==> config.mk <==
export PLATFORM = sky130hd
export DESIGN_NAME = mips_system
export DESIGN_NICKNAME = d
export VERILOG_FILES = /design/src/verilog/cpu_ctrl_pkg.sv /design/src/verilog/mips_isa_pkg.sv /design/src/verilog/avalon_if.sv /design/src/verilog/mips_system.sv /design/src/verilog/avalon_ram.sv /design/src/verilog/mips_cpu.sv /design/src/verilog/register_file.sv /design/src/verilog/mips_alu.sv
export VERILOG_INCLUDE_DIRS = /design/src /design/src/verilog
export SDC_FILE = /design/constraint.sdc
export NUM_CORES = 2
export LEC_CHECK = 0
export BUFFER_PORTS_ARGS = -buffer_cell sky130_fd_sc_hd__buf_2
export CAP_MARGIN = 20
export CORE_MARGIN = 5
export CORE_UTILIZATION = 60
export DETAILED_ROUTE_END_ITERATION = 6
export GPL_TIMING_DRIVEN = 1
export PLACE_DENSITY = 0.76
export SLEW_MARGIN = 10
export SYNTH_ARGS = -nofsm -noshare
export SYNTH_HDL_FRONTEND = slang
export SYNTH_SLANG_ARGS = --single-unit
==> constraint.sdc <==
create_clock -name clk -period 11.1 [get_ports clk]
set_input_delay 1.11 -clock clk [delete_from_list [all_inputs] [get_ports clk]]
set_output_delay 1.11 -clock clk [all_outputs]
set_load 0.02 [all_outputs]
==> src/verilog/mips_params.svh <==
`ifndef MIPS_PARAMS_SVH
`define MIPS_PARAMS_SVH

// byte address of the first instruction fetch
// word 0 stays free so that a jump to 0 can mean halt
`define MIPS_RESET_VECTOR 32'h4

// RAM depth in 32-bit words
`define MIPS_RAM_WORDS 64

// cycles of waitrequest per transfer before the RAM accepts it
`define MIPS_RAM_WAIT 1

`endif
==> src/verilog/cpu_ctrl_pkg.sv <==
package cpu_ctrl_pkg;

    // sequencer states, one instruction walks through them in order
    typedef enum logic [2:0] {
        FETCH,
        DECODE,
        EXECUTE,
        MEMORY,      // LW and SB only
        WRITEBACK,
        HALTED       // entered on a next pc of 0, left only by reset
    } cpu_state_e;

    // operations of mips_alu
    typedef enum logic [2:0] {
        ALU_ADD,
        ALU_SUB,
        ALU_AND,
        ALU_OR,
        ALU_SLT,     // signed compare, result is 0 or 1
        ALU_PASS_B   // used to route the link address
    } alu_op_e;

endpackage

==> src/verilog/mips_isa_pkg.sv <==
package mips_isa_pkg;

    typedef logic [31:0] word_t;   // data or byte address

    // primary opcode, instr[31:26]
    typedef enum logic [5:0] {
        OP_SPECIAL = 6'h00,
        OP_REGIMM  = 6'h01,
        OP_J       = 6'h02,
        OP_JAL     = 6'h03,
        OP_BEQ     = 6'h04,
        OP_BNE     = 6'h05,
        OP_ADDIU   = 6'h09,
        OP_SLTI    = 6'h0A,
        OP_LW      = 6'h23,
        OP_SB      = 6'h28
    } opcode_e;

    // funct field of SPECIAL instructions
    typedef enum logic [5:0] {
        FN_JR   = 6'h08,
        FN_ADDU = 6'h21,
        FN_SUBU = 6'h23,
        FN_AND  = 6'h24,
        FN_OR   = 6'h25,
        FN_SLT  = 6'h2A
    } funct_e;

    // rt field of REGIMM instructions
    typedef enum logic [4:0] {
        RI_BLTZ   = 5'h00,
        RI_BGEZ   = 5'h01,
        RI_BLTZAL = 5'h10,
        RI_BGEZAL = 5'h11
    } regimm_e;

    // R-type view of a word
    // I-type immediate is {rd, shamt, funct}, J-type target is bits 25:0
    typedef struct packed {
        opcode_e    opcode;
        logic [4:0] rs;
        logic [4:0] rt;
        logic [4:0] rd;
        logic [4:0] shamt;
        logic [5:0] funct;
    } instr_t;

endpackage

==> src/verilog/avalon_if.sv <==
`timescale 1ns/10ps

// Avalon-MM bus between the processor and the RAM
interface avalon_if;

    mips_isa_pkg::word_t address;   // byte address
    logic                read;
    logic                write;
    mips_isa_pkg::word_t writedata;
    logic [3:0]          byteenable;
    logic                waitrequest;
    mips_isa_pkg::word_t readdata;  // valid when read is high and waitrequest low

    modport master (
        output address,
        output read,
        output write,
        output writedata,
        output byteenable,
        input  waitrequest,
        input  readdata
    );

    modport slave (
        input  address,
        input  read,
        input  write,
        input  writedata,
        input  byteenable,
        output waitrequest,
        output readdata
    );

endinterface

==> src/verilog/mips_system.sv <==
`timescale 1ns/10ps

module mips_system (
    input  logic                clk,
    input  logic                reset,
    output logic                active,
    output mips_isa_pkg::word_t register_v0,
    input  logic                inst_input,
    input  logic [7:0]          inst_addr,
    input  mips_isa_pkg::word_t instruction
);

    avalon_if bus_if ();

    // processor is the only bus master
    mips_cpu u_cpu (
        .clk(clk),
        .reset(reset),
        .bus(bus_if.master),
        .active(active),
        .register_v0(register_v0)
    );

    // program and data memory, preloaded through the loader port
    avalon_ram u_ram (
        .clk(clk),
        .reset(reset),
        .bus(bus_if.slave),
        .inst_input(inst_input),
        .inst_addr(inst_addr),
        .instruction(instruction)
    );

endmodule

==> src/verilog/avalon_ram.sv <==
`timescale 1ns/10ps
`include "mips_params.svh"

module avalon_ram (
    input  logic                clk,
    input  logic                reset,
    avalon_if.slave             bus,
    input  logic                inst_input,
    input  logic [7:0]          inst_addr,
    input  mips_isa_pkg::word_t instruction
);

    localparam int AW  = $clog2(`MIPS_RAM_WORDS);
    localparam int WCW = $clog2(`MIPS_RAM_WAIT + 2);

    mips_isa_pkg::word_t mem [`MIPS_RAM_WORDS];

    logic [AW-1:0]  bus_word;
    logic [AW-1:0]  load_word;
    logic [WCW-1:0] wait_cnt;
    logic           request;

    assign bus_word  = bus.address[AW+1:2];   // byte address to word index
    assign load_word = inst_addr[AW+1:2];
    assign request   = bus.read || bus.write;

    // stall each request for MIPS_RAM_WAIT cycles
    assign bus.waitrequest = request && (wait_cnt != WCW'(`MIPS_RAM_WAIT));

    always_ff @(posedge clk) begin
        if (reset) begin
            wait_cnt <= '0;
        end else if (!request || !bus.waitrequest) begin
            wait_cnt <= '0;                 // idle, or transfer accepted this cycle
        end else begin
            wait_cnt <= wait_cnt + 1'b1;
        end
    end

    // loader writes whole words, the bus writes per byte lane
    always_ff @(posedge clk) begin
        if (inst_input) begin
            mem[load_word] <= instruction;
        end else if (bus.write && !bus.waitrequest) begin
            for (int lane = 0; lane < 4; lane++) begin
                if (bus.byteenable[lane]) begin
                    mem[bus_word][8*lane +: 8] <= bus.writedata[8*lane +: 8];
                end
            end
        end
    end

    assign bus.readdata = mem[bus_word];   // combinational, sampled in the accept cycle

endmodule

==> src/verilog/mips_cpu.sv <==
`timescale 1ns/10ps
`include "mips_params.svh"

module mips_cpu (
    input  logic                clk,
    input  logic                reset,
    avalon_if.master            bus,
    output logic                active,
    output mips_isa_pkg::word_t register_v0
);

    typedef enum logic [1:0] {PC_SEQ, PC_BRANCH, PC_JUMP} pc_rule_e;
    typedef enum logic [1:0] {B_REG, B_IMM, B_LINK} b_sel_e;

    cpu_ctrl_pkg::cpu_state_e state;
    mips_isa_pkg::instr_t     ir;
    mips_isa_pkg::word_t      pc;
    mips_isa_pkg::word_t      mdr;         // load data
    mips_isa_pkg::word_t      a_q;         // rs operand
    mips_isa_pkg::word_t      b_q;         // rt operand
    mips_isa_pkg::word_t      alu_q;
    mips_isa_pkg::word_t      next_pc_q;

    cpu_ctrl_pkg::alu_op_e alu_op;
    b_sel_e                b_sel;
    pc_rule_e              pc_rule;
    logic                  wb_en;
    logic [4:0]            wb_dst;
    logic                  is_load;
    logic                  is_store;

    mips_isa_pkg::word_t imm_sext;
    mips_isa_pkg::word_t pc_plus4;
    mips_isa_pkg::word_t branch_target;
    mips_isa_pkg::word_t jump_target;
    mips_isa_pkg::word_t next_pc;
    mips_isa_pkg::word_t alu_b;
    mips_isa_pkg::word_t alu_result;
    mips_isa_pkg::word_t rs_data;
    mips_isa_pkg::word_t rt_data;
    mips_isa_pkg::word_t wr_data;
    logic                alu_zero;
    logic                alu_negative;
    logic                rf_wr_en;

    assign imm_sext      = {{16{ir[15]}}, ir[15:0]};
    assign pc_plus4      = pc + 32'd4;
    assign branch_target = pc_plus4 + {imm_sext[29:0], 2'b00};   // no delay slot
    assign jump_target   = (ir.opcode == mips_isa_pkg::OP_SPECIAL) ? a_q
                                                                   : {pc_plus4[31:28], ir[25:0], 2'b00};

    // decode, branch outcome only meaningful in EXECUTE
    always_comb begin
        alu_op   = cpu_ctrl_pkg::ALU_ADD;
        b_sel    = B_REG;
        pc_rule  = PC_SEQ;
        wb_en    = 1'b0;
        wb_dst   = ir.rt;
        is_load  = 1'b0;
        is_store = 1'b0;
        case (ir.opcode)
            mips_isa_pkg::OP_SPECIAL: begin
                wb_dst = ir.rd;
                wb_en  = 1'b1;
                case (mips_isa_pkg::funct_e'(ir.funct))
                    mips_isa_pkg::FN_ADDU: alu_op = cpu_ctrl_pkg::ALU_ADD;
                    mips_isa_pkg::FN_SUBU: alu_op = cpu_ctrl_pkg::ALU_SUB;
                    mips_isa_pkg::FN_AND:  alu_op = cpu_ctrl_pkg::ALU_AND;
                    mips_isa_pkg::FN_OR:   alu_op = cpu_ctrl_pkg::ALU_OR;
                    mips_isa_pkg::FN_SLT:  alu_op = cpu_ctrl_pkg::ALU_SLT;
                    mips_isa_pkg::FN_JR: begin
                        wb_en   = 1'b0;
                        pc_rule = PC_JUMP;
                    end
                    default: wb_en = 1'b0;   // unknown funct acts as a nop
                endcase
            end
            mips_isa_pkg::OP_REGIMM: begin
                // link value goes through the ALU, linking happens even when not taken
                alu_op = cpu_ctrl_pkg::ALU_PASS_B;
                b_sel  = B_LINK;
                wb_dst = 5'd31;
                case (mips_isa_pkg::regimm_e'(ir.rt))
                    mips_isa_pkg::RI_BLTZ: pc_rule = alu_negative ? PC_BRANCH : PC_SEQ;
                    mips_isa_pkg::RI_BGEZ: pc_rule = alu_negative ? PC_SEQ : PC_BRANCH;
                    mips_isa_pkg::RI_BLTZAL: begin
                        wb_en   = 1'b1;
                        pc_rule = alu_negative ? PC_BRANCH : PC_SEQ;
                    end
                    mips_isa_pkg::RI_BGEZAL: begin
                        wb_en   = 1'b1;
                        pc_rule = alu_negative ? PC_SEQ : PC_BRANCH;
                    end
                    default: pc_rule = PC_SEQ;
                endcase
            end
            mips_isa_pkg::OP_J: pc_rule = PC_JUMP;
            mips_isa_pkg::OP_JAL: begin
                alu_op  = cpu_ctrl_pkg::ALU_PASS_B;
                b_sel   = B_LINK;
                wb_en   = 1'b1;
                wb_dst  = 5'd31;
                pc_rule = PC_JUMP;
            end
            mips_isa_pkg::OP_BEQ: pc_rule = alu_zero ? PC_BRANCH : PC_SEQ;
            mips_isa_pkg::OP_BNE: pc_rule = alu_zero ? PC_SEQ : PC_BRANCH;
            mips_isa_pkg::OP_ADDIU, mips_isa_pkg::OP_SLTI: begin
                b_sel  = B_IMM;
                wb_en  = 1'b1;
                alu_op = (ir.opcode == mips_isa_pkg::OP_SLTI) ? cpu_ctrl_pkg::ALU_SLT
                                                               : cpu_ctrl_pkg::ALU_ADD;
            end
            mips_isa_pkg::OP_LW: begin
                b_sel   = B_IMM;
                wb_en   = 1'b1;
                is_load = 1'b1;
            end
            mips_isa_pkg::OP_SB: begin
                b_sel    = B_IMM;
                is_store = 1'b1;
            end
            default: wb_en = 1'b0;
        endcase
    end

    always_comb begin
        case (b_sel)
            B_IMM:   alu_b = imm_sext;
            B_LINK:  alu_b = pc_plus4;
            default: alu_b = b_q;
        endcase
        case (pc_rule)
            PC_BRANCH: next_pc = branch_target;
            PC_JUMP:   next_pc = jump_target;
            default:   next_pc = pc_plus4;
        endcase
    end

    mips_alu u_alu (
        .op(alu_op),
        .a(a_q),
        .b(alu_b),
        .result(alu_result),
        .zero(alu_zero),
        .negative(alu_negative)
    );

    assign rf_wr_en = (state == cpu_ctrl_pkg::WRITEBACK) && wb_en;
    assign wr_data  = is_load ? mdr : alu_q;

    register_file u_regs (
        .clk(clk),
        .reset(reset),
        .rs_addr(ir.rs),
        .rt_addr(ir.rt),
        .rs_data(rs_data),
        .rt_data(rt_data),
        .wr_en(rf_wr_en),
        .wr_addr(wb_dst),
        .wr_data(wr_data),
        .v0(register_v0)
    );

    assign active = (state != cpu_ctrl_pkg::HALTED);

    // bus strobes are registered, a request is launched on the first cycle of FETCH or MEMORY
    always_ff @(posedge clk) begin
        if (reset) begin
            state     <= cpu_ctrl_pkg::FETCH;
            pc        <= `MIPS_RESET_VECTOR;
            bus.read  <= 1'b0;
            bus.write <= 1'b0;
        end else begin
            case (state)
                cpu_ctrl_pkg::FETCH: begin
                    if (!bus.read) begin
                        bus.read       <= 1'b1;
                        bus.address    <= pc;
                        bus.byteenable <= 4'b1111;
                    end else if (!bus.waitrequest) begin
                        bus.read <= 1'b0;
                        ir       <= bus.readdata;
                        state    <= cpu_ctrl_pkg::DECODE;
                    end
                end
                cpu_ctrl_pkg::DECODE: begin
                    a_q   <= rs_data;
                    b_q   <= rt_data;
                    state <= cpu_ctrl_pkg::EXECUTE;
                end
                cpu_ctrl_pkg::EXECUTE: begin
                    alu_q     <= alu_result;
                    next_pc_q <= next_pc;
                    state     <= (is_load || is_store) ? cpu_ctrl_pkg::MEMORY
                                                       : cpu_ctrl_pkg::WRITEBACK;
                end
                cpu_ctrl_pkg::MEMORY: begin
                    if (!bus.read && !bus.write) begin
                        bus.address <= alu_q;
                        if (is_store) begin
                            bus.write      <= 1'b1;
                            bus.writedata  <= {4{b_q[7:0]}};      // byte on every lane
                            bus.byteenable <= 4'b0001 << alu_q[1:0];
                        end else begin
                            bus.read       <= 1'b1;
                            bus.byteenable <= 4'b1111;
                        end
                    end else if (!bus.waitrequest) begin
                        if (bus.read) begin
                            mdr <= bus.readdata;
                        end
                        bus.read  <= 1'b0;
                        bus.write <= 1'b0;
                        state     <= cpu_ctrl_pkg::WRITEBACK;
                    end
                end
                cpu_ctrl_pkg::WRITEBACK: begin
                    pc    <= next_pc_q;
                    state <= (next_pc_q == '0) ? cpu_ctrl_pkg::HALTED : cpu_ctrl_pkg::FETCH;
                end
                cpu_ctrl_pkg::HALTED: state <= cpu_ctrl_pkg::HALTED;   // wait for reset
                default: state <= cpu_ctrl_pkg::HALTED;
            endcase
        end
    end

endmodule

==> src/verilog/register_file.sv <==
`timescale 1ns/10ps

module register_file (
    input  logic                clk,
    input  logic                reset,
    input  logic [4:0]          rs_addr,
    input  logic [4:0]          rt_addr,
    output mips_isa_pkg::word_t rs_data,
    output mips_isa_pkg::word_t rt_data,
    input  logic                wr_en,
    input  logic [4:0]          wr_addr,
    input  mips_isa_pkg::word_t wr_data,
    output mips_isa_pkg::word_t v0
);

    mips_isa_pkg::word_t regs [32];

    always_ff @(posedge clk) begin
        if (reset) begin
            for (int i = 0; i < 32; i++) begin
                regs[i] <= '0;
            end
        end else if (wr_en && (wr_addr != 5'd0)) begin   // writes to $0 are dropped
            regs[wr_addr] <= wr_data;
        end
    end

    // asynchronous read ports
    assign rs_data = (rs_addr == 5'd0) ? '0 : regs[rs_addr];
    assign rt_data = (rt_addr == 5'd0) ? '0 : regs[rt_addr];

    assign v0 = regs[2];   // observation tap for the top level

endmodule

==> src/verilog/mips_alu.sv <==
`timescale 1ns/10ps

module mips_alu (
    input  cpu_ctrl_pkg::alu_op_e op,
    input  mips_isa_pkg::word_t   a,
    input  mips_isa_pkg::word_t   b,
    output mips_isa_pkg::word_t   result,
    output logic                  zero,
    output logic                  negative
);

    logic less_signed;

    assign less_signed = $signed(a) < $signed(b);

    always_comb begin
        case (op)
            cpu_ctrl_pkg::ALU_ADD: begin
                result = a + b;          // wraps, no overflow trap
            end
            cpu_ctrl_pkg::ALU_SUB: begin
                result = a - b;
            end
            cpu_ctrl_pkg::ALU_AND: begin
                result = a & b;
            end
            cpu_ctrl_pkg::ALU_OR: begin
                result = a | b;
            end
            cpu_ctrl_pkg::ALU_SLT: begin
                result = {31'd0, less_signed};
            end
            cpu_ctrl_pkg::ALU_PASS_B: begin
                result = b;
            end
            default: begin
                result = '0;
            end
        endcase
    end

    // branch conditions look at the operands and not at result
    assign zero     = (a == b);      // BEQ / BNE
    assign negative = a[31];         // sign of rs for the REGIMM branches

endmodule

== Yosys cells after proc, flatten, opt, wreduce, memory -nomap -nowiden ==
Memory sizes are Yosys's and may differ from the RTL's. A register that Yosys moved wholly into a read port is not among the register bits.
Index checks and enable logic that the tools add are counted.
Word-level totals
  flip-flop bits (word level): 211
  latch bits: 0
  bits in writable memories: 3072
  bits in read-only memories: 0
  input port bits: 43
  logic and storage cells: 190
  memories: 2
Memory list
  u_ram.mem: depth 64, bits a word 32, read ports 1, clocked after memory_dff 1, write ports 1, line avalon_ram.sv:16  | mips_isa_pkg::word_t mem [`MIPS_RAM_WORDS];
  u_cpu.u_regs.regs: depth 32, bits a word 32, read ports 3, clocked after memory_dff 2, write ports 32, line register_file.sv:16  | mips_isa_pkg::word_t regs [32];
Cells by class
  $add $sub $neg: 5
  $mul: 0
  divide/modulo/power cells: 0
  order comparisons: 1
  equality and inequality tests: 44
  shifts and indexed selects: 1
  mux-type cells: 74
  bitwise gates (word level): 5
  reductions and logical operators: 41
Operator list (number)
  case mux 32 bit (6 select lines): 1
  2-to-1 mux 32 bit: 4
  case mux 32 bit (2 select lines): 2
  adder 32 bit: 2
  OR reduction 32 bit: 2
  == test 6 bit (second input constant): 7
  2-to-1 mux 1 bit: 39
  adder 32 x 3 -> 32 bit (second input constant): 1
  AND 32 bit: 1
  == test 32 bit: 1
  zero test 32 bit: 1
  less-than comparator 32 bit: 1
  OR 32 bit: 1
  subtractor 32 bit: 1
  2-to-1 mux 3 bit: 7
  == test 6 x 4 -> 1 bit (second input constant): 3
  2-to-1 mux 4 bit: 4
  2-to-1 mux 8 bit: 2
  case mux 8 bit (2 select lines): 1
  AND reduction 4 bit: 4
  case mux 3 bit (5 select lines): 1
  OR reduction 2 bit: 7
  == test 3 x 2 -> 1 bit (second input constant): 4
  == test 6 x 2 -> 1 bit (second input constant): 2
  38 further kinds: 72

== Logic depth before layout (Yosys ltp) ==
  word-level depth: 11
  mapped depth: 27
  gate-level depth less buffers: 24

== Modules after synthesis ==
A second synthesis with hierarchy kept.
Unflattened totals
  cells, all modules: 9069
  area total of the unflattened synthesis: 152691.4 um2
Modules (own cells, without submodules)
  avalon_ram: times used 1, cells each 3623, area each 79912.9 um2
  register_file: times used 1, cells each 3492, area each 54086.9 um2
  mips_cpu: times used 1, cells each 1198, area each 13480.4 um2
  mips_alu: times used 1, cells each 756, area each 5211.2 um2

== Worst setup path after synthesis ==
OpenSTA, ideal clock, no wires.
  path kind: input to register
  start: input port reset
  end: register u_cpu.alu_q[0], enable pin
  setup time: 666 ps
  arrival: 8099 ps
  setup slack: 2335 ps
  cell stages on the path: 3
  path buffers: 2
  cells stage by stage: clkbuf_1 clkbuf_1 nor4b_1
Between the ends
  longest elaborated chain between the ends: 2
RTL lines
  from (decl): line mips_system.sv:5  | input logic reset,
  NOT 1 bit (no line)
  AND reduction 2 bit (no line)
  to (signal assigned): line mips_cpu.sv:192  | alu_q <= alu_result;
  to (decl): line mips_cpu.sv:21  | mips_isa_pkg::word_t alu_q;
No other way between the ends.
A chain may end at the register's enable or synchronous reset.

== Final worst setup path ==
  start: register u_cpu.ir[29] (netlist name)
  end: register u_cpu.next_pc_q[30] (data pin)
Between the ends
  longest elaborated chain between the ends: 10
  elaborated cells between the ends (all ways): 25
  those cells by class: eq/ne (14); mux (7); reduce/logical (4)
RTL lines
  from (decl): line mips_cpu.sv:16  | mips_isa_pkg::instr_t ir;
  from (signal assigned): line mips_cpu.sv:182  | ir <= bus.readdata;
  == test 6 x 4 -> 1 bit (tied with other cells): line mips_cpu.sv:61  | case (ir.opcode)
  OR reduction 4 bit (no line) or OR reduction 2 bit (tied branches)
  case mux 2 bit (2 select lines): line mips_cpu.sv:61
  == test 2 bit or == test 2 x 1 -> 1 bit (tied branches): line mips_cpu.sv:127  | case (b_sel)
  case mux 32 bit (2 select lines): line mips_cpu.sv:127
  == test 32 bit: line mips_alu.sv:43  | assign zero = (a == b);
  2-to-1 mux 1 bit (on tied branches): line mips_cpu.sv:106, mips_cpu.sv:105
  case mux 2 bit (5 select lines): line mips_cpu.sv:61
  == test 2 bit or == test 2 x 1 -> 1 bit (tied branches): line mips_cpu.sv:132  | case (pc_rule)
  case mux 32 bit (2 select lines) (*): line mips_cpu.sv:132
  via u_cpu.next_pc[30]: line mips_cpu.sv:36  | mips_isa_pkg::word_t next_pc;
  to (signal assigned): line mips_cpu.sv:193  | next_pc_q <= next_pc;
  to (decl): line mips_cpu.sv:22  | mips_isa_pkg::word_t next_pc_q;
Mark *: on every way through the listed nets, which the timed path passes. The rest lies on a longest branch.

==> impl_metrics.yaml <==
routing:
  wl_per_cell_um: 36.7
  drt_pre_antenna_iters: 7
  wl_um: 442000
  drcViolationCount: 516
  num_vias: 87400
  vias_per_cell: 7.26
  ant_nets: 0
  drt_iter0_markers: 14800
setup_path:
  worstPathRequired_ns: 11.85
  worst-path-max-fanout: 39
  crit_path_top_delay_cell: "and2_1"
  cp-start-kind: "register"
  path_cells: "nor4_4, and2_1, inv_1, ha_1, a21oi_1, buf_4, a2bb2oi_1, inv_1, ha_1, nor4_1, nand2_1, nor3_1, xnor2_1, o32ai_1, ha_1, buf_4, inv_1, nand2_1, nor3_1, mux2i_1, o211ai_1"
  worstSetupEndpointType: "register"
  critPathKind: "reg -> reg"
  reg2regPathDepth: 21
  arrival_ns: 8.51
  cpPeakStageDelay_ns: 0.79
clock_tree:
  cts_repair_resize_count: 0
  htreeDepth: 5
  clk_path_buf_depth: 4
  post_cts_buffers: 0
  cts.clk_slew.worst_paths_ns: 0.06
  root_buffer: "clkbuf_16"
  clk_latency_ns: 1.00
  cts_tree: "done"
  holdBufCountCts: 0
  numCtsBuffers: 345
  clkSinkCount: 3327
synthesis:
  yosysSeqAreaShare_pct: 67.0
  synth_ff_type: "edfxtp_1"
  synth-seq-cells: 3327
  synth_cell_types: 82
  synth-edff-count: 3282
  synth_cells: 8533
  syn_area_um2: 148000
  async_flop_share_pct: 0
  synth_area_per_cell_um2: 17.4
  ys_warn_count: 0
grt:
  grt.overflow.total: 0
  grt_max_degree: 152
  grt_usage_pct: 34.4
  grt_pass1_vias: 86600
  grt_pass1_wl_um: 631000
  antenna_found_initial: 28
final_layout:
  syn2layout_area_growth_pct: 10.6
  instances_no_fill: 12000
  fin_nets: 8703
  drive_above_1_share_pct: 25.4
min_path:
  hp-class: "reg -> reg"
  holdPathStages: 1
pwr:
  p_sw_mw: 6.44
  peakVddDrop_mv: 0.138
  power.internal_mw: 21.3
  sw_frac_of_total_pct: 23.2
  p_leak_nw: 54.3
  combPwrFrac_pct: 8.5
  p_seq_share_pct: 51.2
  cellPowerDensity_nw_per_um2: 169
  clockPowerShare_pct: 40.3
die:
  die_y_um: 507
  dieArea_um2: 257000
  core_area_um2: 246000
  die_w_um: 507
  fp-row-count: 182
  start_util_pct: 60.3
  io_pins: 76
sta:
  timing_max_transition_violations_final: 0
  min_period_ns: 7.76
  fmax_ghz: 0.129
  setup-violations-final: 0
  hold_viol: 0
  rsz0062_at_grt: "no"
  period_share_pct: 69.9
  worstMarginPinSlew_ns: 1.22
  max-slew-margin-rel_pct: 18.2
  skew_ns: 0.105
  fin_setup_tns_ns: 0
job:
  max_cap_violations: 0
outcome:
  violations: "DRC"
  status: "finished, violations left"
placed_design:
  dp.cells: 11400
  place.gp.congestion: 0.928
  dp_hpwl_um: 260000
  port-buffer-count: 73
path summary, 6_finish.rpt:
path | endpoint | start | slack (ns)
max | u_cpu.next_pc_q[30] | u_cpu.ir[29] | 3.34
min | u_ram.wait_cnt[0] | u_ram.wait_cnt[0] | 0.44
max reg2reg | u_cpu.next_pc_q[30] | u_cpu.ir[29] | 3.34
min reg2reg | u_ram.wait_cnt[0] | u_ram.wait_cnt[0] | 0.44
per-stage QoR:
| step | hold slack, ns | power (mW) | setup slack, ns | utilization, % | cell area (um^2) |
|---|---|---|---|---|---|
| final | 0.437 | 27.7 | 3.34 | 66.7 | 164000 |
| after floorplan | 0.408 | 15.8 | 2.33 | - | 148000 |
| after global placement | 0.415 | 16.7 | 3.43 | 62.0 | 152000 |
| after CTS | 0.436 | 27.7 | 3.28 | 66.3 | 163000 |
| after global routing | 0.460 | 28.4 | 3.01 | 66.7 | 164000 |
| after detailed placement | 0.428 | 16.7 | 3.30 | 62.0 | 152000 |
cells in the mapped netlist, types with 26 or more instances:
cell,count,area [um^2]
nand2b_1,47,294
a21oi_1,144,721
nor3_1,36,180
mux4_2,1299,29300
buf_1,117,439
inv_1,150,563
nand3_1,36,180
mux2i_1,79,791
xnor2_1,53,464
nand4_1,28,175
o221ai_1,28,245
mux2_2,27,304
buf_2,64,320
dfxtp_1,45,901
o211ai_1,35,263
nor2_1,1424,5350
ha_1,139,1740
clkbuf_1,475,1780
xor2_1,29,254
o21ai_0,148,741
a21o_1,44,330
nand2_1,431,1620
a31oi_1,26,163
edfxtp_1,3282,98600
sequential cells by signal, indices dropped and copies added, names as in the netlist, 3 cells and up, named ones only:
signal / flops
u_ram.mem: 2048
u_cpu.bus.byteenable: 4
u_cpu.bus.address: 6
u_cpu.mdr: 32
u_cpu.alu_q: 32
u_cpu.b_q: 32
u_cpu.bus.writedata: 8
u_cpu.u_regs.regs: 1024
u_cpu.state: 3
u_cpu.next_pc_q: 32
u_cpu.pc: 32
u_cpu.a_q: 32
u_cpu.imm_sext: 16
u_cpu.ir: 16
layout by cell type, fill, tap and decap left out, drive strengths merged, types with 18 or more instances in the layout:
cell and instances:
nand4 28, o211ai 35, nor2 1425, dfxtp 45, and2 20, mux2 27
clkinv 138, o221ai 28, mux2i 79, nor4 23, o21bai 18, edfxtp 3282
bufinv 24, nand2 431, a31oi 26, a21o 44, xnor2 54, nor3 38
o31ai 19, nand3 36, a21oi 144, ha 139, inv 160, diode 33
clkbuf 424, nor2b 18, o21ai 155, buf 267, a221oi 23, xor2 29
conb 32, mux4 1299, nand2b 47
cells by family (layout without fill, tap and decap cells):
logic type	Yosys count	in the layout	share of synthesized area, %
flip-flops	3327	3327	67.0
AND/OR/NAND/NOR	2142	2142	5.92
multiplexers	1405	1405	20.5
buffers and inverters	812	1029	2.12
AO/OA/AOI/OAI	621	621	2.74
adder cells (fa/ha/maj)	142	142	1.21
XOR/XNOR	83	83	0.495
other	1	65	0.00253
per-layer routing:
layer  share of wire (%)  track usage [%]  wire, um  up-vias
li1                    -                -         -    33900
met1                  33             45.3    147000    44800
met2                  47             52.3    208000     7342
met3                  12             8.25     53900     1435
met4                 7.6             22.0     33700       20
met5               0.030            0.185       132        -
layout make-up:
type                            count  area, um^2
Timing Repair Buffer              268        2530
Tap cell                         3220        4030
Clock buffer                      423        9030
Clock inverter                    187        1610
Sequential cell                  3327       99500
Inverter                          151         567
Fill cell                       15500       81900
Multi-Input combinational cell   4425       46700
Antenna cell                       33        82.6
power by group through the flow:
stage	registers [mW]	logic, mW	clock network, mW
after floorplan	14.4	1.47	0
after global placement	14.4	2.24	0
after detailed placement	14.5	2.27	0
after CTS	14.2	2.30	11.2
after global routing	14.2	2.45	11.8
final	14.2	2.37	11.2
critical path, delay by kind of cell, from the launching register on:
family                   cells  cell delay, ns
XOR/XNOR                     1            0.10
buffers and inverters        5            1.46
flip-flops                   1            0.55
adder cells (fa/ha/maj)      3            1.21
multiplexers                 1            0.10
AND/OR/NAND/NOR              7            3.28
AO/OA/AOI/OAI                4            0.90
Power figures use the tool's default switching activity.
